$ cat src/shell_pkg.sv
package shell_pkg;

    // ------------------------------------------------------------------------
    // External memory port
    // ------------------------------------------------------------------------
    localparam int addr_w = 28;
    localparam int data_w = 64;
    localparam int strb_w = data_w / 8;

    // Voxel debug window at the bottom of the address space
    localparam logic [addr_w-1:0] voxel_win_base  = 28'h000_0000;
    localparam logic [addr_w-1:0] voxel_win_bytes = 28'h004_0000;
    localparam int voxel_words = 32768;
    // Word index comes from byte address bits 17:3
    localparam int voxel_idx_w = 15;

    // Memory window at the BAR1 base
    localparam logic [addr_w-1:0] mem_base  = 28'h100_0000;
    localparam logic [addr_w-1:0] mem_bytes = 28'h001_0000;
    localparam int mem_words = 8192;
    localparam int mem_idx_w = 13;

    // ------------------------------------------------------------------------
    // Pixel stream
    // ------------------------------------------------------------------------
    localparam int screen_width  = 480;
    localparam int screen_height = 360;
    localparam int total_pixels  = screen_width * screen_height;
    localparam int pix_addr_w    = 18;
    localparam int rgb_w         = 24;

    localparam int count_w       = 32;
    localparam int short_count_w = 16;

    // Response codes, AXI encoding
    typedef enum logic [1:0] {
        resp_okay   = 2'b00,
        resp_slverr = 2'b10
    } resp_e;

    // Address decode result
    typedef enum logic [1:0] {
        region_voxel = 2'd0,
        region_mem   = 2'd1,
        region_none  = 2'd2
    } region_e;

endpackage

$ cat src/pixel_stream_monitor.sv
`timescale 1ns/1ps

module pixel_stream_monitor (
    input  logic                                clk,
    input  logic                                rst_n,
    input  logic                                pix_valid,
    output logic                                pix_ready,
    input  logic [shell_pkg::pix_addr_w-1:0]    pix_addr,
    input  logic [shell_pkg::rgb_w-1:0]         pix_rgb,
    output logic [shell_pkg::rgb_w-1:0]         tdata,
    output logic                                tvalid,
    output logic                                tuser,
    output logic                                tlast,
    input  logic                                tready,
    output logic [shell_pkg::count_w-1:0]       beat_count,
    output logic [shell_pkg::count_w-1:0]       frame_count,
    output logic [shell_pkg::short_count_w-1:0] line_count,
    output logic [shell_pkg::short_count_w-1:0] pixel_in_line
);

    logic beat_ok;

    // ------------------------------------------------------------------------
    // Framing, straight through with no pipeline stage
    // ------------------------------------------------------------------------
    assign pix_ready = tready;
    assign tdata     = pix_rgb;
    assign tvalid    = pix_valid;
    assign tuser     = (pix_addr == shell_pkg::pix_addr_w'(0));
    assign tlast     = (pix_addr == shell_pkg::pix_addr_w'(shell_pkg::total_pixels - 1));
    assign beat_ok   = tvalid && tready;

    // ------------------------------------------------------------------------
    // Statistics
    // ------------------------------------------------------------------------
    always_ff @(posedge clk or negedge rst_n) begin
        if (!rst_n) begin
            beat_count    <= '0;
            frame_count   <= '0;
            line_count    <= '0;
            pixel_in_line <= '0;
        end else if (beat_ok) begin
            beat_count <= beat_count + 1'b1;
            if (tuser) begin
                // Start of frame counts as the first pixel of line 0
                pixel_in_line <= shell_pkg::short_count_w'(1);
                line_count    <= '0;
            end else if (pixel_in_line ==
                         shell_pkg::short_count_w'(shell_pkg::screen_width - 1)) begin
                pixel_in_line <= '0;
                line_count    <= line_count + 1'b1;
            end else begin
                pixel_in_line <= pixel_in_line + 1'b1;
            end
            if (tlast)
                frame_count <= frame_count + 1'b1;
        end
    end

endmodule

$ cat config.mk
export PLATFORM = sky130hd
export DESIGN_NAME = pixel_stream_monitor
export DESIGN_NICKNAME = d
export VERILOG_FILES = /design/src/shell_pkg.sv /design/src/pixel_stream_monitor.sv
export SDC_FILE = /design/constraint.sdc
export NUM_CORES = 1
export LEC_CHECK = 0
export BUFFER_PORTS_ARGS = -buffer_cell sky130_fd_sc_hd__clkbuf_2
export CORE_ASPECT_RATIO = 0.7
export CORE_MARGIN = 1
export CORE_UTILIZATION = 51
export CTS_BUF_LIST = sky130_fd_sc_hd__clkbuf_16
export CTS_CLUSTER_SIZE = 20
export DETAILED_ROUTE_END_ITERATION = 6
export MAX_ROUTING_LAYER = met4
export PLACE_DENSITY = 0.81
export SLEW_MARGIN = 20
export SYNTH_ARGS = -nofsm -noshare
export SYNTH_HDL_FRONTEND = slang
export SYNTH_SLANG_ARGS = --single-unit
$ cat constraint.sdc
create_clock -name clk -period 2.1 [get_ports clk]
set_input_delay 0.21 -clock clk [delete_from_list [all_inputs] [get_ports clk]]
set_output_delay 0.21 -clock clk [all_outputs]
set_load 0.01 [all_outputs]
---- After elaboration in Yosys (flattened, before gate mapping) ----
Cells that the tools add are included.
storage, ports and cells
  register bits ........................... 96
  bits in latches ......................... 0
  bits in writable memories ............... 0
  memory bits (read-only) ................. 0
  output and inout bits ................... 124
  memories kept ........................... 0
operators by class
  add/sub/neg operators ................... 4
  $mul .................................... 0
  divide/modulo/power cells ............... 0
  magnitude comparators ................... 0
  equal/unequal tests ..................... 2
  shifts and indexed selects .............. 0
  muxes and demuxes ....................... 4
  bitwise operators ....................... 0
  reductions and logical operators ........ 5
operator list
  kind                                                                    number
  32-bit by 1-bit adder with 32-bit output, second input constant         2
  16-bit two-way mux                                                      4
  16-bit by 1-bit adder with 16-bit output, second input constant         2
  18-bit equality test, second input constant                             1
  18-bit zero test                                                        1
  16-bit by 9-bit equality test with 1-bit output, second input constant  1
  2-bit AND reduction                                                     2
  2-bit nonzero test                                                      1
  1-bit logical AND                                                       1

---- Logic depth before layout (Yosys ltp) ----
Gate-level depths: netlist of the first run.
  depth in word-level cells ............... 3
  depth in mapped cells ................... 7
  depth with buffers taken out ............ 6

---- Worst setup path before layout of the first run ----
OpenSTA, ideal clock, no wires.
  path kind ............................... register to register
  start point ............................. reg pixel_in_line[0] (netlist bit)
  end point ............................... reg pixel_in_line[5] (netlist bit)
  setup time .............................. 0.083 ns
  data arrival time ....................... 1.756 ns
  path slack .............................. 0.261 ns
  cell stages (with the launch flop) ...... 7
  path buffers ............................ 0
  cell sequence ........................... dfrtp_1 > ha_1 > nor4bb_1 > and4_2 > a21o_1 > or4_1 > o21ai_0
on the way
  cells in the longest elaborated chain, start to end .. 3
  elaborated cells on any way between the ends .. 4
RTL lines
  item                                                                                                         RTL line                                                source
  start: declaration                                                                                           pixel_stream_monitor.sv:18                              output logic [shell_pkg::short_count_w-1:0] pixel_in_line
  start signal: assignment                                                                                     pixel_stream_monitor.sv:46                              pixel_in_line <= shell_pkg::short_count_w'(1);
  start signal: assignment                                                                                     pixel_stream_monitor.sv:53                              pixel_in_line <= pixel_in_line + 1'b1;
  16-bit by 1-bit adder with 16-bit output or 16-bit by 9-bit equality test with 1-bit output (tied branches)  pixel_stream_monitor.sv:53, pixel_stream_monitor.sv:48
  16-bit two-way mux (*)                                                                                       pixel_stream_monitor.sv:48                              end else if (pixel_in_line ==
  16-bit two-way mux (*)                                                                                       pixel_stream_monitor.sv:44                              if (tuser) begin
Mark *: on every way between the ends. The rest lies on a longest branch, timed or not.
A chain may end at the register's enable or synchronous reset.

---- Worst setup path in the final report of the first run ----
  start point ............................. reg pixel_in_line[13] (netlist bit)
  end point ............................... reg pixel_in_line[13] (netlist bit)
The elaborated chain is that of the path after synthesis.

==> impl_metrics.toml, run 1 <==
[floorplan]
die_h_um = 85.4
core_sq_mm = 0.00968
io-pin-count = 170
die_w_um = 121
fp-row-count = 30
die_area_sq_mm = 0.0104
initial_core_util_pct = 52.4

[synth]
synth_area_leaders = "dfrtp_1, xnor2_1, xor2_1, nand3_1, nand2_1"
syn_area_per_cell_sq_um = 10.0
synth_largest_area_cell = "dfrtp_1"
synth_seq_cells = 96
syn-num-nets = 557
synth-edff-count = 0
synth_top_area_share_pct = 47.4
synth_area_sq_mm = 0.00507
synth-async-reset-ratio_pct = 100
synth_top_family_by_area = "simple AND/OR/NAND/NOR gates"
yosys.area_share.simple_pct = 28.9
syn_inst = 507
ys_seq_area_share_pct = 47.4
synth_xor_area_share_pct = 12.3
synth_ff_type = "dfrtp_1"
synth-adder-area-share_pct = 0.987
synth_compound_area_share_pct = 3.80
netlist-cell-type-count = 48
synth_mux_area_share_pct = 0.420
yosysWarnings = 0

[power]
power_mw = 4.34
p_leak_nw = 3.03
powerDensity_mw_per_mm2 = 717
vdd_drop_max_v = 0.000391

[layout]
layout_commonest_cell = "clkbuf_2"
layout_common_cells = "clkbuf_2, dfrtp_1, nand2_1"
syn2layout_area_growth_pct = 19.4
drive_gt1_share_pct = 29.9
diodes = 0
nNetsFinal = 671

[sta]
fin_crit_ps = 1970
fin_worst_skew_ps = 7.00
fmax_mhz = 509
setup-tns-final_ps = 0
worst_pin_slew_ps = 574
timing.final.crit_share_pct = 93.6
slew_violations = 0
slew_headroom_pct = 61.4
hold_violations = 0
finalSetupViolCount = 0

[global_route]
grt.total_usage_pct = 24.9
antenna_found_initial = 0
grt_pass1_wl_um = 19500
grt_max_degree = 42
first_global_vias = 3942
overflow = 0

[detailed_routing]
wl_met1_um = 5450
drtAntennaViolNets = 0
wl_per_cell_um = 15.9
vias = 4187
wl_met3_um = 664
dr_wl_met2_um = 5670
drc_errors = 0
dr.pass1.iters = 5
highest_layer = "met4"
drtIter0Drc = 235
wl_um = 12000
detail_route.vias_per_cell = 5.55

[setup_path]
startpoint = "pixel_in_line[13]"
cp-start-kind = "flop"
cp.arrival_ps = 2200
worstPathRequired_ps = 2330
rr_startpoint = "pixel_in_line[13]"
path_class = "reg2reg"
end_kind = "flop"
rrSetupSlack_ps = 130
critPathMaxFanout = 8

[place]
hpwl_um = 8880
port_buffers = 121
place.gp.congestion = 0.909

[status]
outcome = "finished, final reports clean"

[clock_network]
clock_sinks = 96
cts_max_path_buffers = 2
cts_tree = "yes"
cts_made_buffers = 9
clk_latency_ps = 350
root_buffer = "clkbuf_16"
htree_levels = 3
path_clk_slew_ps = 70

[worst_hold_path]
min_path_type = "in2async"

[flow_run]
max_cap_viol_count = 0
-- cells by family (layout without fill, tap and decap cells) --
group | after synthesis | count (layout)
DFF | 96 | 96
AOI/OAI and AO/OA | 32 | 32
buffers and inverters | 52 | 171
and+or+nand+nor | 250 | 250
muxes | 2 | 2
adders and majority gates | 4 | 4
xor gates and xnor gates | 71 | 71
-- sequential cells by signal (all words and copies together), names as in the netlist --
signal / count
line_count: 16
beat_count: 32
pixel_in_line: 16
frame_count: 32
-- path summary, 6_finish.rpt --
| check | cells past startpoint | endpoint |
|---|---|---|
| max | 6 | pixel_in_line[13] |
| min | 2 | beat_count[26] |
| max reg2reg | 6 | pixel_in_line[13] |
| min reg2reg | 1 | beat_count[31] |
| max in group asynchronous | 3 | frame_count[24] |
| min in group clk | 5 | pixel_in_line[9] |
-- metrics by stage --
step | utilization, % | std cells | instance area [sq um] | hold WS, ps | setup WS [ps]
2_1_floorplan | - | 507 | 5070 | -85.6 | 261
3_3_place_gp | 59.0 | 737 | 5710 | 209 | 215
3_5_place_dp | 59.0 | 737 | 5710 | 223 | 87.7
4_1_cts | 62.3 | 754 | 6040 | 386 | 65.5
5_1_grt | 62.5 | 754 | 6050 | 409 | -0.450
6_report | 62.5 | 754 | 6050 | 367 | 135
-- power breakdown --
group	switching [mW]	leakage [nW]	internal (mW)
clock network	0.753	0.154	0.951
registers	0.147	1.23	1.95
logic	0.300	1.65	0.244
total	1.20	3.03	3.14
-- repair_timing --
item / in CTS / in global routing
buffers inserted: 0 / 0
hold buffers: 1 / 0
endpoints found under the setup margin: 0 / 13
endpoints found under the hold margin: 38 / 0
gates resized for setup: 0 / 3
-- metal layers --
layer,vias to the layer above,GRT usage (%)
li1,1983,-
met1,2016,33.0
met2,152,37.5
met3,36,5.51
met4,0,9.65
met5,-,-
-- Yosys cell counts (3+ instances only) --
master / count
nor4_1: 10
and2_1: 12
nor3_2: 13
xnor2_1: 38
buf_4: 27
or3_1: 9
nand4_1: 17
nand3_1: 48
buf_2: 3
xor2_1: 33
inv_1: 15
o21ai_0: 12
a21o_1: 5
nor3_1: 8
ha_1: 4
and3_1: 11
nor2_1: 32
clkbuf_1: 5
nand2_1: 55
and4_1: 11
a21oi_1: 8
dfrtp_1: 96
nor4_2: 3
-- cell type report --
cell class              instances  area, sq um
clock buffers                   9          225
clock inverters                 7         87.6
fillers                       814         3630
inverters                      15         56.3
multi-input cells             359         2370
flip-flops and latches         96         2400
well taps                     128          160
repair buffers                140          753
-- critical path: stages (launching register included) --
cell,delay (ps)
dfrtp_1,420
nor4_2,450
and4_2,330
a21o_1,190
and2_1,220
buf_4,180
nor2_1,60
No activity file was read; power rests on OpenSTA's default activity.
==> inputs of run 2 (changes only) <==
Settings changed: ABC_AREA set to 1, CORE_UTILIZATION 51 to 53.
==> impl_metrics.toml, run 2 <==
[status]
outcome = "finished, final reports clean"

[setup_path]
slowest_delay_ps = 420
end_kind = "flop"
critPathMostFrequentCell = "nand2_1"
slowest_stage = "dfrtp_1"
cp-start-kind = "flop"
worstPathRequired_ps = 2330
path_class = "reg2reg"
cp_cell_sequence = "ha_1 > nand3_2 > nor2_2 > nand2_1 > inv_1 > nand2_1 > nand2_1 > nand2_1 > nand2_1 > nand2_1"
cp.arrival_ps = 1950
critPathMaxFanout = 4

[detailed_routing]
drtIter0Drc = 486
drtAntennaViolNets = 0
detail_route.vias_per_cell = 5.06
vias = 5773
wl_per_cell_um = 13.6
dr.pass1.iters = 5
drc_errors = 0
wl_um = 15500

[synth]
synth-edff-count = 0
syn-num-nets = 931
yosys.area_share.simple_pct = 42.8
synth_area_sq_mm = 0.00618
synth_seq_cells = 96
synth_mux_area_share_pct = 0
yosys.cell_count.top_type = "nand2_1"
yosysWarnings = 0
synth_top_area_share_pct = 38.8
syn_area_per_cell_sq_um = 7.02
syn_inst = 881
synth_common_cells = "nand2_1, nor2_1, dfrtp_1"
synth_area_leaders = "dfrtp_1, nand2_1, nor2_1, inv_1, xor2_1"
synth-async-reset-ratio_pct = 100
synth_compound_area_share_pct = 2.04
netlist-cell-type-count = 33
synth-adder-area-share_pct = 0.809
synth_largest_area_cell = "dfrtp_1"
synth_top_family_by_area = "simple AND/OR/NAND/NOR gates"
synth_ff_type = "dfrtp_1"
synth_xor_area_share_pct = 6.51
ys_seq_area_share_pct = 38.8

[layout]
fin_util_pct = 63.2
nNetsFinal = 1033
fillerInstances = 1022
layout_commonest_cell = "nand2_1"
layout_common_cells = "nand2_1, nor2_1, clkbuf_2"
diodes = 0
drive_gt1_share_pct = 19.1
syn2layout_area_growth_pct = 14.2
largestRegisters = "beat_count (32), frame_count (32)"
design_area_sq_mm = 0.00706

[floorplan]
die_w_um = 131
fp-row-count = 32
die_h_um = 92.4
io-pin-count = 170
die_area_sq_mm = 0.0121
core_sq_mm = 0.0112
initial_core_util_pct = 55.4

[place]
place.gp.congestion = 0.998
port_buffers = 121
hpwl_um = 12000
place_area_sq_mm = 0.00676
dp_worst_setup_slack_ps = 412

[power]
p_seq_share_pct = 49.2
p_sw_mw = 1.24
p_leak_nw = 3.65
intPower_mw = 3.11
comb_power_share_pct = 13.0
powerDensity_mw_per_mm2 = 615
switching_share_pct = 28.4
pwr-share-clk_pct = 37.7
vdd_drop_max_v = 0.000448

[global_route]
grt_max_degree = 46
grt.total_usage_pct = 27.6
antenna_found_initial = 0
first_global_vias = 5126
grt_pass1_wl_um = 25800
overflow = 0

[flow_run]
max_cap_viol_count = 0

[sta]
setup-tns-final_ps = 0
fin_worst_skew_ps = 6.51
slew_headroom_pct = 57.3
finalSetupViolCount = 0
rsz0062_at_grt = "no"
hold_slack_ps = 368
layout_setup_ws_ps = 381
fin_crit_ps = 1720
worst_pin_slew_ps = 635
hold_violations = 0
timing.final.crit_share_pct = 81.9
fmax_mhz = 582
slew_violations = 0

[clock_network]
cts_max_path_buffers = 2
postCtsSetupBuffers = 0
cts_made_buffers = 9
path_clk_slew_ps = 70
cts_resized = 0
cts_tree = "yes"
cts_hold_buf = 1
clock_sinks = 96
htree_levels = 3
clk_latency_ps = 340
root_buffer = "clkbuf_16"

[worst_hold_path]
min_path_type = "in2async"
run 2: cell types whose count changed after synthesis, sizes merged, moves of 6 or more:
cell / before / now
and2: 12 / 2
and3: 13 / 0
and4: 12 / 0
inv: 15 / 74
nand2: 55 / 349
nand3: 49 / 43
nand3b: 0 / 18
nor2: 32 / 159
nor3: 21 / 12
nor4: 13 / 0
or3: 10 / 0
xnor2: 38 / 19
xor2: 33 / 27
run 2: critical path: cells and delay by family, from the launching register on:
kind	cells	cell delay, ps
flops	1	420
buf+inv	1	130
simple gates	8	790
fa+ha+maj	1	260
run 2: path summary, 6_finish.rpt:
path / from / endpoint / slack, ps / cells past startpoint
max in group asynchronous: rst_n / beat_count[20] / 1090 / 3
min in group clk: tready / pixel_in_line[13] / 390 / 4
setup / recovery: frame_count[1] / frame_count[24] / 380 / 10
hold / removal: rst_n / frame_count[4] / 370 / 2
setup reg to reg: frame_count[1] / frame_count[24] / 380 / 10
hold reg to reg: beat_count[30] / beat_count[30] / 530 / 2
run 2: power by group through the flow:
stage | Combinational (mW) | Clock [mW] | Sequential (mW)
after global placement | 0.563 | 0 | 2.17
final | 0.567 | 1.64 | 2.14
after CTS | 0.577 | 1.68 | 2.13
after detailed placement | 0.570 | 0 | 2.17
after global routing | 0.647 | 1.75 | 2.16
after floorplan | 0.314 | 0 | 2.19
run 2: cell families (layout without fill, tap and decap cells):
| kind of cell | Yosys count | after routing |
|---|---|---|
| simple gates | 603 | 603 |
| compound gates | 22 | 22 |
| xor+xnor | 46 | 46 |
| buf+inv | 110 | 217 |
| fa+ha+maj | 4 | 4 |
| flops | 96 | 96 |
run 2: layout make-up:
class	count	area [sq um]	area share [%]
Timing Repair Buffer	127	668	9.46
Tap cell	153	191	2.71
Inverter	74	278	3.93
Multi-Input combinational cell	675	3230	45.7
Clock inverter	7	70.1	0.992
Clock buffer	9	225	3.19
Sequential cell	96	2400	34.0
run 2: through the flow:
| step | power [mW] | cells |
|---|---|---|
| 3_3_place_gp | 2.73 | 1124 |
| 5_1_grt | 4.56 | 1141 |
| 2_1_floorplan | 2.50 | 881 |
| 3_5_place_dp | 2.74 | 1124 |
| 4_1_cts | 4.39 | 1141 |
| 6_report | 4.35 | 1141 |
run 2: layer usage:
layer / wire length, um / GRT usage, % / up-vias
met2: 6260 / 37.6 / 226
met3: 1320 / 5.15 / 10
met1: 7870 / 42.3 / 2610
met5: 0 / - / -
li1: - / - / 2927
met4: 91 / 4.71 / 0
