===== src/shell_pkg.sv =====
package shell_pkg;

    // ------------------------------------------------------------------------
    // External memory port
    // ------------------------------------------------------------------------
    localparam int addr_w = 28;
    localparam int data_w = 64;
    localparam int strb_w = data_w / 8;

    // Voxel debug window at the bottom of the address space
    localparam logic [addr_w-1:0] voxel_win_base  = 28'h000_0000;
    localparam logic [addr_w-1:0] voxel_win_bytes = 28'h004_0000;
    localparam int voxel_words = 32768;
    // Word index comes from byte address bits 17:3
    localparam int voxel_idx_w = 15;

    // Memory window at the BAR1 base
    localparam logic [addr_w-1:0] mem_base  = 28'h100_0000;
    localparam logic [addr_w-1:0] mem_bytes = 28'h001_0000;
    localparam int mem_words = 8192;
    localparam int mem_idx_w = 13;

    // ------------------------------------------------------------------------
    // Pixel stream
    // ------------------------------------------------------------------------
    localparam int screen_width  = 480;
    localparam int screen_height = 360;
    localparam int total_pixels  = screen_width * screen_height;
    localparam int pix_addr_w    = 18;
    localparam int rgb_w         = 24;

    localparam int count_w       = 32;
    localparam int short_count_w = 16;

    // Response codes, AXI encoding
    typedef enum logic [1:0] {
        resp_okay   = 2'b00,
        resp_slverr = 2'b10
    } resp_e;

    // Address decode result
    typedef enum logic [1:0] {
        region_voxel = 2'd0,
        region_mem   = 2'd1,
        region_none  = 2'd2
    } region_e;

endpackage


===== src/ext_port_router.sv =====
`timescale 1ns/1ps

module ext_port_router (
    input  logic                              clk,
    input  logic                              rst_n,
    input  logic                              wr_valid,
    output logic                              wr_ready,
    input  logic [shell_pkg::addr_w-1:0]      wr_addr,
    input  logic [shell_pkg::data_w-1:0]      wr_data,
    input  logic [shell_pkg::strb_w-1:0]      wr_strb,
    output logic                              b_valid,
    input  logic                              b_ready,
    output shell_pkg::resp_e                  b_resp,
    input  logic                              rd_valid,
    output logic                              rd_ready,
    input  logic [shell_pkg::addr_w-1:0]      rd_addr,
    output logic                              r_valid,
    input  logic                              r_ready,
    output logic [shell_pkg::data_w-1:0]      r_data,
    output shell_pkg::resp_e                  r_resp,
    output logic                              vox_we,
    output logic                              vox_re,
    output logic [shell_pkg::voxel_idx_w-1:0] vox_idx,
    output logic [shell_pkg::data_w-1:0]      vox_wdata,
    input  logic [shell_pkg::data_w-1:0]      vox_rdata,
    output logic                              mem_we,
    output logic                              mem_re,
    output logic [shell_pkg::mem_idx_w-1:0]   mem_idx,
    output logic [shell_pkg::data_w-1:0]      mem_wdata,
    output logic [shell_pkg::strb_w-1:0]      mem_strb,
    input  logic [shell_pkg::data_w-1:0]      mem_rdata
);

    // Offsets wrap below the base, so one compare covers both bounds
    function automatic shell_pkg::region_e decode(
        input logic [shell_pkg::addr_w-1:0] vox_off,
        input logic [shell_pkg::addr_w-1:0] mem_off
    );
        if (vox_off < shell_pkg::voxel_win_bytes)
            return shell_pkg::region_voxel;
        else if (mem_off < shell_pkg::mem_bytes)
            return shell_pkg::region_mem;
        else
            return shell_pkg::region_none;
    endfunction

    logic [shell_pkg::addr_w-1:0] wr_vox_off, wr_mem_off;
    logic [shell_pkg::addr_w-1:0] rd_vox_off, rd_mem_off;
    shell_pkg::region_e           wr_region, rd_region, rd_region_q;
    logic                         wr_fire, rd_fire, rd_blocked;

    assign wr_vox_off = wr_addr - shell_pkg::voxel_win_base;
    assign wr_mem_off = wr_addr - shell_pkg::mem_base;
    assign rd_vox_off = rd_addr - shell_pkg::voxel_win_base;
    assign rd_mem_off = rd_addr - shell_pkg::mem_base;
    assign wr_region  = decode(wr_vox_off, wr_mem_off);
    assign rd_region  = decode(rd_vox_off, rd_mem_off);

    // A target has a single index port, so a read waits out a write to it
    assign rd_blocked = wr_valid && wr_ready && (rd_region == wr_region) &&
                        (rd_region != shell_pkg::region_none);
    assign wr_ready   = !b_valid;
    assign rd_ready   = !r_valid && !rd_blocked;
    assign wr_fire    = wr_valid && wr_ready;
    assign rd_fire    = rd_valid && rd_ready;

    // ------------------------------------------------------------------------
    // Target strobes, issued on the accepting edge
    // ------------------------------------------------------------------------
    assign vox_we    = wr_fire && (wr_region == shell_pkg::region_voxel);
    assign vox_re    = rd_fire && (rd_region == shell_pkg::region_voxel);
    assign vox_idx   = vox_we ? wr_vox_off[shell_pkg::voxel_idx_w+2:3]
                              : rd_vox_off[shell_pkg::voxel_idx_w+2:3];
    assign vox_wdata = wr_data;

    assign mem_we    = wr_fire && (wr_region == shell_pkg::region_mem);
    assign mem_re    = rd_fire && (rd_region == shell_pkg::region_mem);
    assign mem_idx   = mem_we ? wr_mem_off[shell_pkg::mem_idx_w+2:3]
                              : rd_mem_off[shell_pkg::mem_idx_w+2:3];
    assign mem_wdata = wr_data;
    assign mem_strb  = wr_strb;

    // ------------------------------------------------------------------------
    // Response handshakes
    // ------------------------------------------------------------------------
    always_ff @(posedge clk or negedge rst_n) begin
        if (!rst_n) begin
            b_valid     <= 1'b0;
            r_valid     <= 1'b0;
            rd_region_q <= shell_pkg::region_none;
        end else begin
            if (wr_fire)
                b_valid <= 1'b1;
            else if (b_ready)
                b_valid <= 1'b0;
            if (rd_fire) begin
                r_valid     <= 1'b1;
                rd_region_q <= rd_region;
            end else if (r_ready) begin
                r_valid <= 1'b0;
            end
        end
    end

    always_ff @(posedge clk) begin
        if (wr_fire)
            b_resp <= (wr_region == shell_pkg::region_none) ? shell_pkg::resp_slverr
                                                             : shell_pkg::resp_okay;
    end

    // Target read word is already registered one cycle after the strobe
    assign r_resp = (rd_region_q == shell_pkg::region_none) ? shell_pkg::resp_slverr
                                                             : shell_pkg::resp_okay;
    always_comb begin
        case (rd_region_q)
            shell_pkg::region_voxel: r_data = vox_rdata;
            shell_pkg::region_mem:   r_data = mem_rdata;
            default:                 r_data = '0;
        endcase
    end

endmodule


===== config.mk =====
export PLATFORM = sky130hd
export DESIGN_NAME = ext_port_router
export DESIGN_NICKNAME = d
export VERILOG_FILES = /design/src/shell_pkg.sv /design/src/ext_port_router.sv
export SDC_FILE = /design/constraint.sdc
export NUM_CORES = 1
export LEC_CHECK = 0
export ABC_AREA = 1
export BUFFER_PORTS_ARGS = -buffer_cell sky130_fd_sc_hd__buf_2
export CORE_AREA = 2 2 197 199
export CTS_CLUSTER_DIAMETER = 50
export DETAILED_ROUTE_END_ITERATION = 12
export DIE_AREA = 0 0 199 201
export PLACE_DENSITY = 0.39
export SYNTH_ARGS = -nofsm -noshare
export SYNTH_HDL_FRONTEND = slang
export SYNTH_SLANG_ARGS = --single-unit

===== constraint.sdc =====
create_clock -name clk -period 1.9 [get_ports clk]
set_input_delay 0.285 -clock clk [delete_from_list [all_inputs] [get_ports clk]]
set_output_delay 0.285 -clock clk [all_outputs]
set_load 0.02 [all_outputs]

# Word-level counts from Yosys, hierarchy flattened
# Index checks and enable logic that the tools add are counted.
# op_classes
n_addsub,2
magnitude_cmp,4
eq_ne,7
muxes,13
n_reduce_logical,17
# op_table
cell,n
case mux 64 bit (2 select lines),1
"less-than comparator 28 x 17 -> 1 bit, second input constant",2
"less-than comparator 28 x 19 -> 1 bit, second input constant",2
"subtractor 28 x 25 -> 28 bit, second input constant",2
2-to-1 mux 15 bit,1
2-to-1 mux 13 bit,1
2-to-1 mux 2 bit,6
logical AND 1 bit,9
"equality test 2 x 1 -> 1 bit, second input constant",3
logical NOT 2 bit,3
"equality test 2 bit, second input constant",2
2-to-1 mux 1 bit,4
nonzero test 2 bit,2
logical NOT 1 bit,3
equality test 2 bit,1
"inequality test 2 bit, second input constant",1
# word_totals
ff_bits,6
inputBits,262
output_inout_bits,240
elab_cells,47

# Longest topological paths before layout
# Gate-level depths: netlist of the first run.
# depth
depth_word,11
ltp_mapped,12
mapped_depth_nobuf,12

# Worst setup path before layout of the first run
# No wires, ideal clock.
# synth_timing
path_type,register -> output
startpoint,register b_valid
endpoint,output port vox_idx[13] (netlist name)
t_arrival_ps,1561
required_ps,1615
slack_ps,54
path_stages_with_launch,6
path_buffers,1
path_cell_list,dfrtp_1 -> inv_1 -> nand2_2 -> nor2_8 -> buf_12 -> o21ai_0
# synth_via
elab_chain_cells,4
# synth_lines
item,line,text
start: declaration,ext_port_router.sv:11,"output logic b_valid,"
start signal: assignment,ext_port_router.sv:88,b_valid <= 1'b0;
start signal: assignment,ext_port_router.sv:93,b_valid <= 1'b1;
start signal: assignment,ext_port_router.sv:95,b_valid <= 1'b0;
logical NOT 1 bit,ext_port_router.sv:62,assign wr_ready = !b_valid;
net wr_ready,ext_port_router.sv:7,"output logic wr_ready,"
logical AND 1 bit,ext_port_router.sv:64,assign wr_fire = wr_valid && wr_ready;
logical AND 1 bit,ext_port_router.sv:70,assign vox_we = wr_fire && (wr_region == shell_pkg::region_voxel);
net vox_we,ext_port_router.sv:21,"output logic vox_we,"
2-to-1 mux 15 bit,ext_port_router.sv:72,assign vox_idx = vox_we ? wr_vox_off[shell_pkg::voxel_idx_w+2:3]
end: declaration,ext_port_router.sv:23,"output logic [shell_pkg::voxel_idx_w-1:0] vox_idx,"
# The timed path passes the listed nets, and every way through them passes these cells.

# Final worst setup path of the first run
# layout_timing
startpoint,register b_valid
endpoint,output port vox_idx[5] (netlist name)
# layout_via
elab_chain_cells,4
# layout_lines
item,line
logical NOT 1 bit,ext_port_router.sv:62
logical AND 1 bit,ext_port_router.sv:64
logical AND 1 bit,ext_port_router.sv:70
2-to-1 mux 15 bit,ext_port_router.sv:72
# Every way passes these cells.

==> results of run 1 <==
metal layers:
metal | wire length (µm) | track usage (%) | vias to the layer above
li1 | - | - | 1645
met3 | 2050 | 3.14 | 34
met4 | 788 | 3.86 | 0
met2 | 6320 | 10.6 | 345
met5 | 0 | 0 | -
met1 | 4760 | 5.57 | 1455
logic make-up (layout without fill, tap and decap cells):
kind of cell	count (synthesis)	in the layout	synth area share, %
compound gates	71	71	12.0
buf+inv	256	404	51.1
flops	5	5	4.45
mux	26	26	9.99
other cells	1	2	0.127
simple gates	117	117	22.4
worst reg2reg max path: cells and delay by family, from the launching register on:
| family | cells | cell delay, ps |
|---|---|---|
| flops | 1 | 390 |
| simple gates | 6 | 520 |
| buf+inv | 2 | 220 |
worst max-delay path by stage:
stage / from / endpoint
final: b_valid$_DFFE_PN0P_ / vox_idx[5]
after global routing: wr_addr[21] / mem_idx[4]
after CTS: wr_addr[19] / mem_idx[4]
after detailed placement: wr_addr[23] / mem_idx[4]
after global placement: wr_addr[23] / mem_idx[4]
after floorplan: b_valid$_DFFE_PN0P_ / vox_idx[13]
cells in the final DEF, fill, tap and decap left out, types with 2 or more instances in the layout:
| master | Yosys | layout |
|---|---|---|
| nand3_1 | 67 | 67 |
| nand2_2 | 6 | 7 |
| buf_6 | 0 | 12 |
| o21ai_1 | 1 | 8 |
| mux2i_1 | 13 | 10 |
| inv_2 | 0 | 5 |
| nor2_2 | 3 | 6 |
| clkbuf_16 | 0 | 4 |
| buf_4 | 138 | 12 |
| nand2_4 | 3 | 3 |
| o21ai_0 | 67 | 58 |
| o21ai_2 | 0 | 2 |
| mux2_2 | 8 | 8 |
| buf_12 | 1 | 6 |
| dfrtp_1 | 3 | 2 |
| a21oi_1 | 3 | 3 |
| nand4_1 | 4 | 4 |
| nor2_8 | 2 | 2 |
| buf_2 | 2 | 271 |
| mux2_4 | 5 | 5 |
| nor2_4 | 4 | 7 |
| nand2_1 | 11 | 9 |
| conb_1 | 1 | 2 |
| mux2i_4 | 0 | 2 |
| nor2_1 | 14 | 8 |
| inv_1 | 95 | 89 |
state kept, by name, summed over array words and instances (netlist names):
register	cells
r_valid	1
rd_region_q	2
b_resp	1
b_valid	1
cell type report:
type	count	share of cell area, %
Timing Repair Buffer	305	40.1
Multi-Input combinational cell	216	32.1
Tap cell	518	14.8
Inverter	95	8.19
Sequential cell	5	3.03
Clock buffer	4	1.80
per-stage QoR:
step | util [%] | area, µm² | setup WS [ps]
detailed placement | 10.7 | 4090 | -49.7
global placement | 10.7 | 4090 | -27.4
finish | 11.5 | 4380 | 28.4
global route | 11.5 | 4380 | -40.6
floorplan | - | 2960 | 54.4
CTS | 11.1 | 4220 | 7.86
power by group:
part	leakage (nW)	switching, mW	total (mW)	internal, mW
clock network	0.0382	0.0671	0.345	0.278
registers	0.0533	0.0116	0.136	0.125
logic	2.25	0.789	1.27	0.479
timing repair:
action,4_1_cts,5_1_grt
gates cloned,0,1
pin swaps,0,10
hold endpoints to repair,3,0
endpoints found under the setup margin,34,31
buffers inserted,0,1
hold buffers,1,0
resized for setup,18,46
==> flow_metrics.env, run 1 <==
export IMPL_drv_cap=0
export IMPL_initialDrtViolationCount=52
export IMPL_skew_ps=1.30
export IMPL_cp_num_buf_inv=3
export IMPL_clk_pin_slew_ps=30
export IMPL_yosysUniqueCellTypes=28
export IMPL_clock_latency_ps=230
export IMPL_cp_required_ps=1620
export IMPL_fin_crit_sh_pct=98.5
export IMPL_synth_yosys_seq_area_share_pct=4.45
export IMPL_rsz0062_at_grt="yes"
export IMPL_wl_um=13900
export IMPL_worstReg2RegStart="b_valid$_DFFE_PN0P_"
export IMPL_cts_sinks=5
export IMPL_start_kind="register"
export IMPL_antenna_found_initial=1
export IMPL_drive_above_1_share_pct=57.8
export IMPL_core_area_um2=38100
export IMPL_status="finished clean"
export IMPL_areaGrowthSynthToFinish_pct=48.3
export IMPL_fin_nets=888
export IMPL_overflow=0
export IMPL_crit_family="buffers and inverters"
export IMPL_grt_use_total_pct=6.10
export IMPL_placedCellCount=1136
export IMPL_dieArea_um2=40000
export IMPL_synth_commonest_cells="138 x buf_4, 95 x inv_1, 67 x nand3_1, 67 x o21ai_0, 19 x clkbuf_1"
export IMPL_first_global_vias=3256
export IMPL_power_density_nw_per_um2=399
export IMPL_die_y_um=201
export IMPL_reg2reg_setup_slack_ps=650
export IMPL_setup_tns_ps=0
export IMPL_drcViolationCount=0
export IMPL_min_path_type="primary input to register"
export IMPL_ys_ff_latch=5
export IMPL_multiInputGateArea_um2=1410
export IMPL_netlist_top_cells_area="buf_4 35%, inv_1 12%, nand3_1 11%"
export IMPL_first_pass_iters=4
export IMPL_clockBufferDepth=2
export IMPL_grt_max_degree=67
export IMPL_syn_area_um2=2960
export IMPL_stdcell_count=1143
export IMPL_hold_ws_ps=221
export IMPL_hold_violations=0
export IMPL_die_x_um=199
export IMPL_crit_fanout=11
export IMPL_power_total_mw=1.75
export IMPL_final_antenna_net_count=0
export IMPL_root_buffer="clkbuf_16"
export IMPL_synth_top_area_cell="buf_4"
export IMPL_crit_path_cell_trace="inv_2, nand2_8, nor2_8, buf_12, mux2_2, buf_2"
export IMPL_cts_tree="yes"
export IMPL_vias=3479
export IMPL_synthArstFlopShare_pct=80.0
export IMPL_start_util_pct=7.76
export IMPL_hold_path_end="r_valid$_DFFE_PN0P_"
export IMPL_hp_start="r_ready"
export IMPL_cts_buffers=3
export IMPL_viasPerCell=3.04
export IMPL_r2r_end="rd_region_q[0]$_DFFE_PN0P_"
export IMPL_finalMaxSlewViolations=0
export IMPL_slowest_stage="dfrtp_1"
export IMPL_synth_avg_cell_area_um2=6.21
export IMPL_synth_edff_count=1
export IMPL_holdPathStages=2
export IMPL_place_congestion=0.739
export IMPL_yosys_cell_count_top_type="buf_4"
export IMPL_max_stage_delay_ps=390
export IMPL_critPathArrivalTime_ps=1590
export IMPL_synth_top_cell_area_share_pct=35.1
export IMPL_fmax_ghz=0.534
export IMPL_detail_route_wl_per_cell_um=12.2
export IMPL_synth_warnings=0
export IMPL_setup_viol=0
export IMPL_pin_count=502
export IMPL_seq_area_um2=133
export IMPL_leakagePower_nw=2.35
export IMPL_fillers=4488
export IMPL_cp_num_cells=6
export IMPL_period_needed_ps=1870
export IMPL_cts_htree_levels=1
export IMPL_synthFlopType="dfrtp_1"
export IMPL_row_count=72
export IMPL_dp_hpwl_um=12000
export IMPL_r2r_cells=8
export IMPL_syn_instance_count=476
export IMPL_port_buffers=285
export IMPL_crit_path_end_kind="primary output"
export IMPL_crit_type="register to primary output"
export IMPL_antenna_cells=0
export IMPL_grt_pass1_wl_um=18200
export IMPL_ir_worst_vdd_uv=229
No activity file was read; power rests on OpenSTA's default activity.
==> run 2: changes to the inputs <==
- clock period: 1.9 -> 2 ns (I/O delays scaled with it)
==> run 2 against run 1 <==
Non-clock buffer count rose by 2. Clock-buffer cell count is the same. Clock power shrank 5%. Sequential cell count did not move. Critical path depth shrank 2. Register-to-register slack gained 70 ps. Power down 7.4%. Hold slack improved by 21 ps. Sequential power fell by 4%. Via count shrank 0.57%. Clock skew about the same.
==> flow_metrics.env, run 2 (synthesis gave the netlist of run 1 again) <==
export IMPL_overflow=0
export IMPL_dp_hpwl_um=11700
export IMPL_cts_tree="yes"
export IMPL_crit_type="register to primary output"
export IMPL_cts_sinks=5
export IMPL_grt_max_degree=67
export IMPL_port_buffers=285
export IMPL_critPathArrivalTime_ps=1650
export IMPL_hold_violations=0
export IMPL_first_pass_iters=4
export IMPL_min_path_type="primary input to register"
export IMPL_grtUsageMet3_pct=2.99
export IMPL_hold_ws_ps=243
export IMPL_antenna_found_initial=0
export IMPL_areaGrowthSynthToFinish_pct=43.8
export IMPL_slowest_stage="dfrtp_2"
export IMPL_grt_busiest_layer="met2"
export IMPL_period_needed_ps=1950
export IMPL_status="finished clean"
export IMPL_max_stage_delay_ps=410
export IMPL_grt_pass1_wl_um=17800
export IMPL_place_congestion=0.738
export IMPL_die_x_um=199
export IMPL_gr_usage_met1_pct=5.52
export IMPL_clock_latency_ps=220
export IMPL_crit_fanout=44
export IMPL_grt_use_total_pct=6.00
export IMPL_die_y_um=201
export IMPL_leakagePower_nw=2.32
export IMPL_wl_um=13500
export IMPL_start_kind="register"
export IMPL_largest_register_ffs=2
export IMPL_clockBufferDepth=2
export IMPL_skew_ps=1.05
export IMPL_root_buffer="clkbuf_16"
export IMPL_crit_path_end_kind="primary output"
export IMPL_setup_viol=0
export IMPL_layout_commonest_cell="buf_2"
export IMPL_first_global_vias=3205
export IMPL_cts_buffers=3
export IMPL_row_count=72
export IMPL_crit_family="flip-flops"
export IMPL_final_cell_mix="285 x buf_2, 93 x inv_1, 67 x nand3_1"
export IMPL_drive_above_1_share_pct=56.1
export IMPL_ir_worst_vdd_uv=191
export IMPL_rsz0062_at_grt="no"
export IMPL_regMostFlops="rd_region_q"
export IMPL_fmax_ghz=0.513
export IMPL_cts_htree_levels=1
export IMPL_setup_tns_ps=0
export IMPL_cp_num_buf_inv=2
export IMPL_viasPerCell=3.02
export IMPL_core_area_um2=38100
export IMPL_fillers=4448
export IMPL_initialDrtViolationCount=122
export IMPL_pin_count=502
export IMPL_final_antenna_net_count=0
export IMPL_finalMaxSlewViolations=0
export IMPL_drv_cap=0
export IMPL_drcViolationCount=0
export IMPL_fin_crit_sh_pct=97.4
export IMPL_start_util_pct=7.76
export IMPL_fin_nets=891
export IMPL_antenna_cells=0
export IMPL_dieArea_um2=40000
export IMPL_met2_usage_pct=10.6
export IMPL_vias=3459
export IMPL_power_density_nw_per_um2=381
export IMPL_clk_pin_slew_ps=30
export IMPL_detail_route_wl_per_cell_um=11.8
export IMPL_cp_required_ps=1700
export IMPL_crit_path_cell_trace="or2_2, buf_12, o21ai_1, buf_2"
==> run 2: final cells by class <==
cell class | count | area, µm² | area share, %
inverter | 95 | 359 | 8.45
tap | 518 | 648 | 15.2
sequential | 5 | 133 | 3.12
clock buffer | 4 | 78.8 | 1.85
timing repair buffer | 307 | 1670 | 39.3
multi-input combinational | 217 | 1360 | 32.1
==> run 2: metrics by stage <==
step	cell area, µm²	std cells	setup WS, ps	power (mW)	util, %
final	4250	1146	52.0	1.62	11.2
after global routing	4250	1146	0.289	1.74	11.2
after CTS	4190	1141	0.842	1.62	11.0
after detailed placement	4080	1135	1.56	1.28	10.7
after global placement	4080	1135	-8.82	1.28	10.7
after floorplan	2960	477	139	1.11	-
==> run 2: path summary, 6_finish.rpt <==
kind | startpoint | endpoint | slack (ps) | cells past startpoint
max in group asynchronous | rst_n | rd_region_q[1]$_DFFE_PN1P_ | 1340 | 2
min | r_ready | r_valid$_DFFE_PN0P_ | 240 | 2
max | rd_region_q[0]$_DFFE_PN0P_ | r_data[22] | 50 | 4
max reg2reg | b_valid$_DFFE_PN0P_ | r_valid$_DFFE_PN0P_ | 720 | 8
min reg2reg | rd_region_q[1]$_DFFE_PN1P_ | rd_region_q[1]$_DFFE_PN1P_ | 480 | 2
min in group asynchronous | rst_n | b_valid$_DFFE_PN0P_ | 430 | 2
==> run 2: what timing repair did <==
| item | CTS | global route |
|---|---|---|
| pin swaps | 1 | 5 |
| setup buffers | 1 | 4 |
| cloned | 0 | 1 |
| gates resized for setup | 8 | 11 |
| endpoints found under the hold margin | 3 | 0 |
| endpoints found under the setup margin | 26 | 28 |
| hold buffers | 1 | 0 |
==> run 2: routing by layer <==
metal	vias up	share of wire (%)	wire (µm)
li1	1655	-	-
met3	37	15	1990
met4	0	5.9	803
met5	-	0	0
met2	351	45	6160
met1	1416	34	4590
==> run 2: worst register-to-register path: cells and delay by family, from the launching register on <==
| family | cells | cell delay [ps] |
|---|---|---|
| simple gates | 5 | 480 |
| flops | 1 | 390 |
| buf+inv | 2 | 230 |
| compound gates | 1 | 70 |
==> run 2: report_power, final <==
part	internal [mW]	switching (mW)
registers	0.119	0.0109
logic	0.426	0.736
clock network	0.264	0.0640
total	0.808	0.811
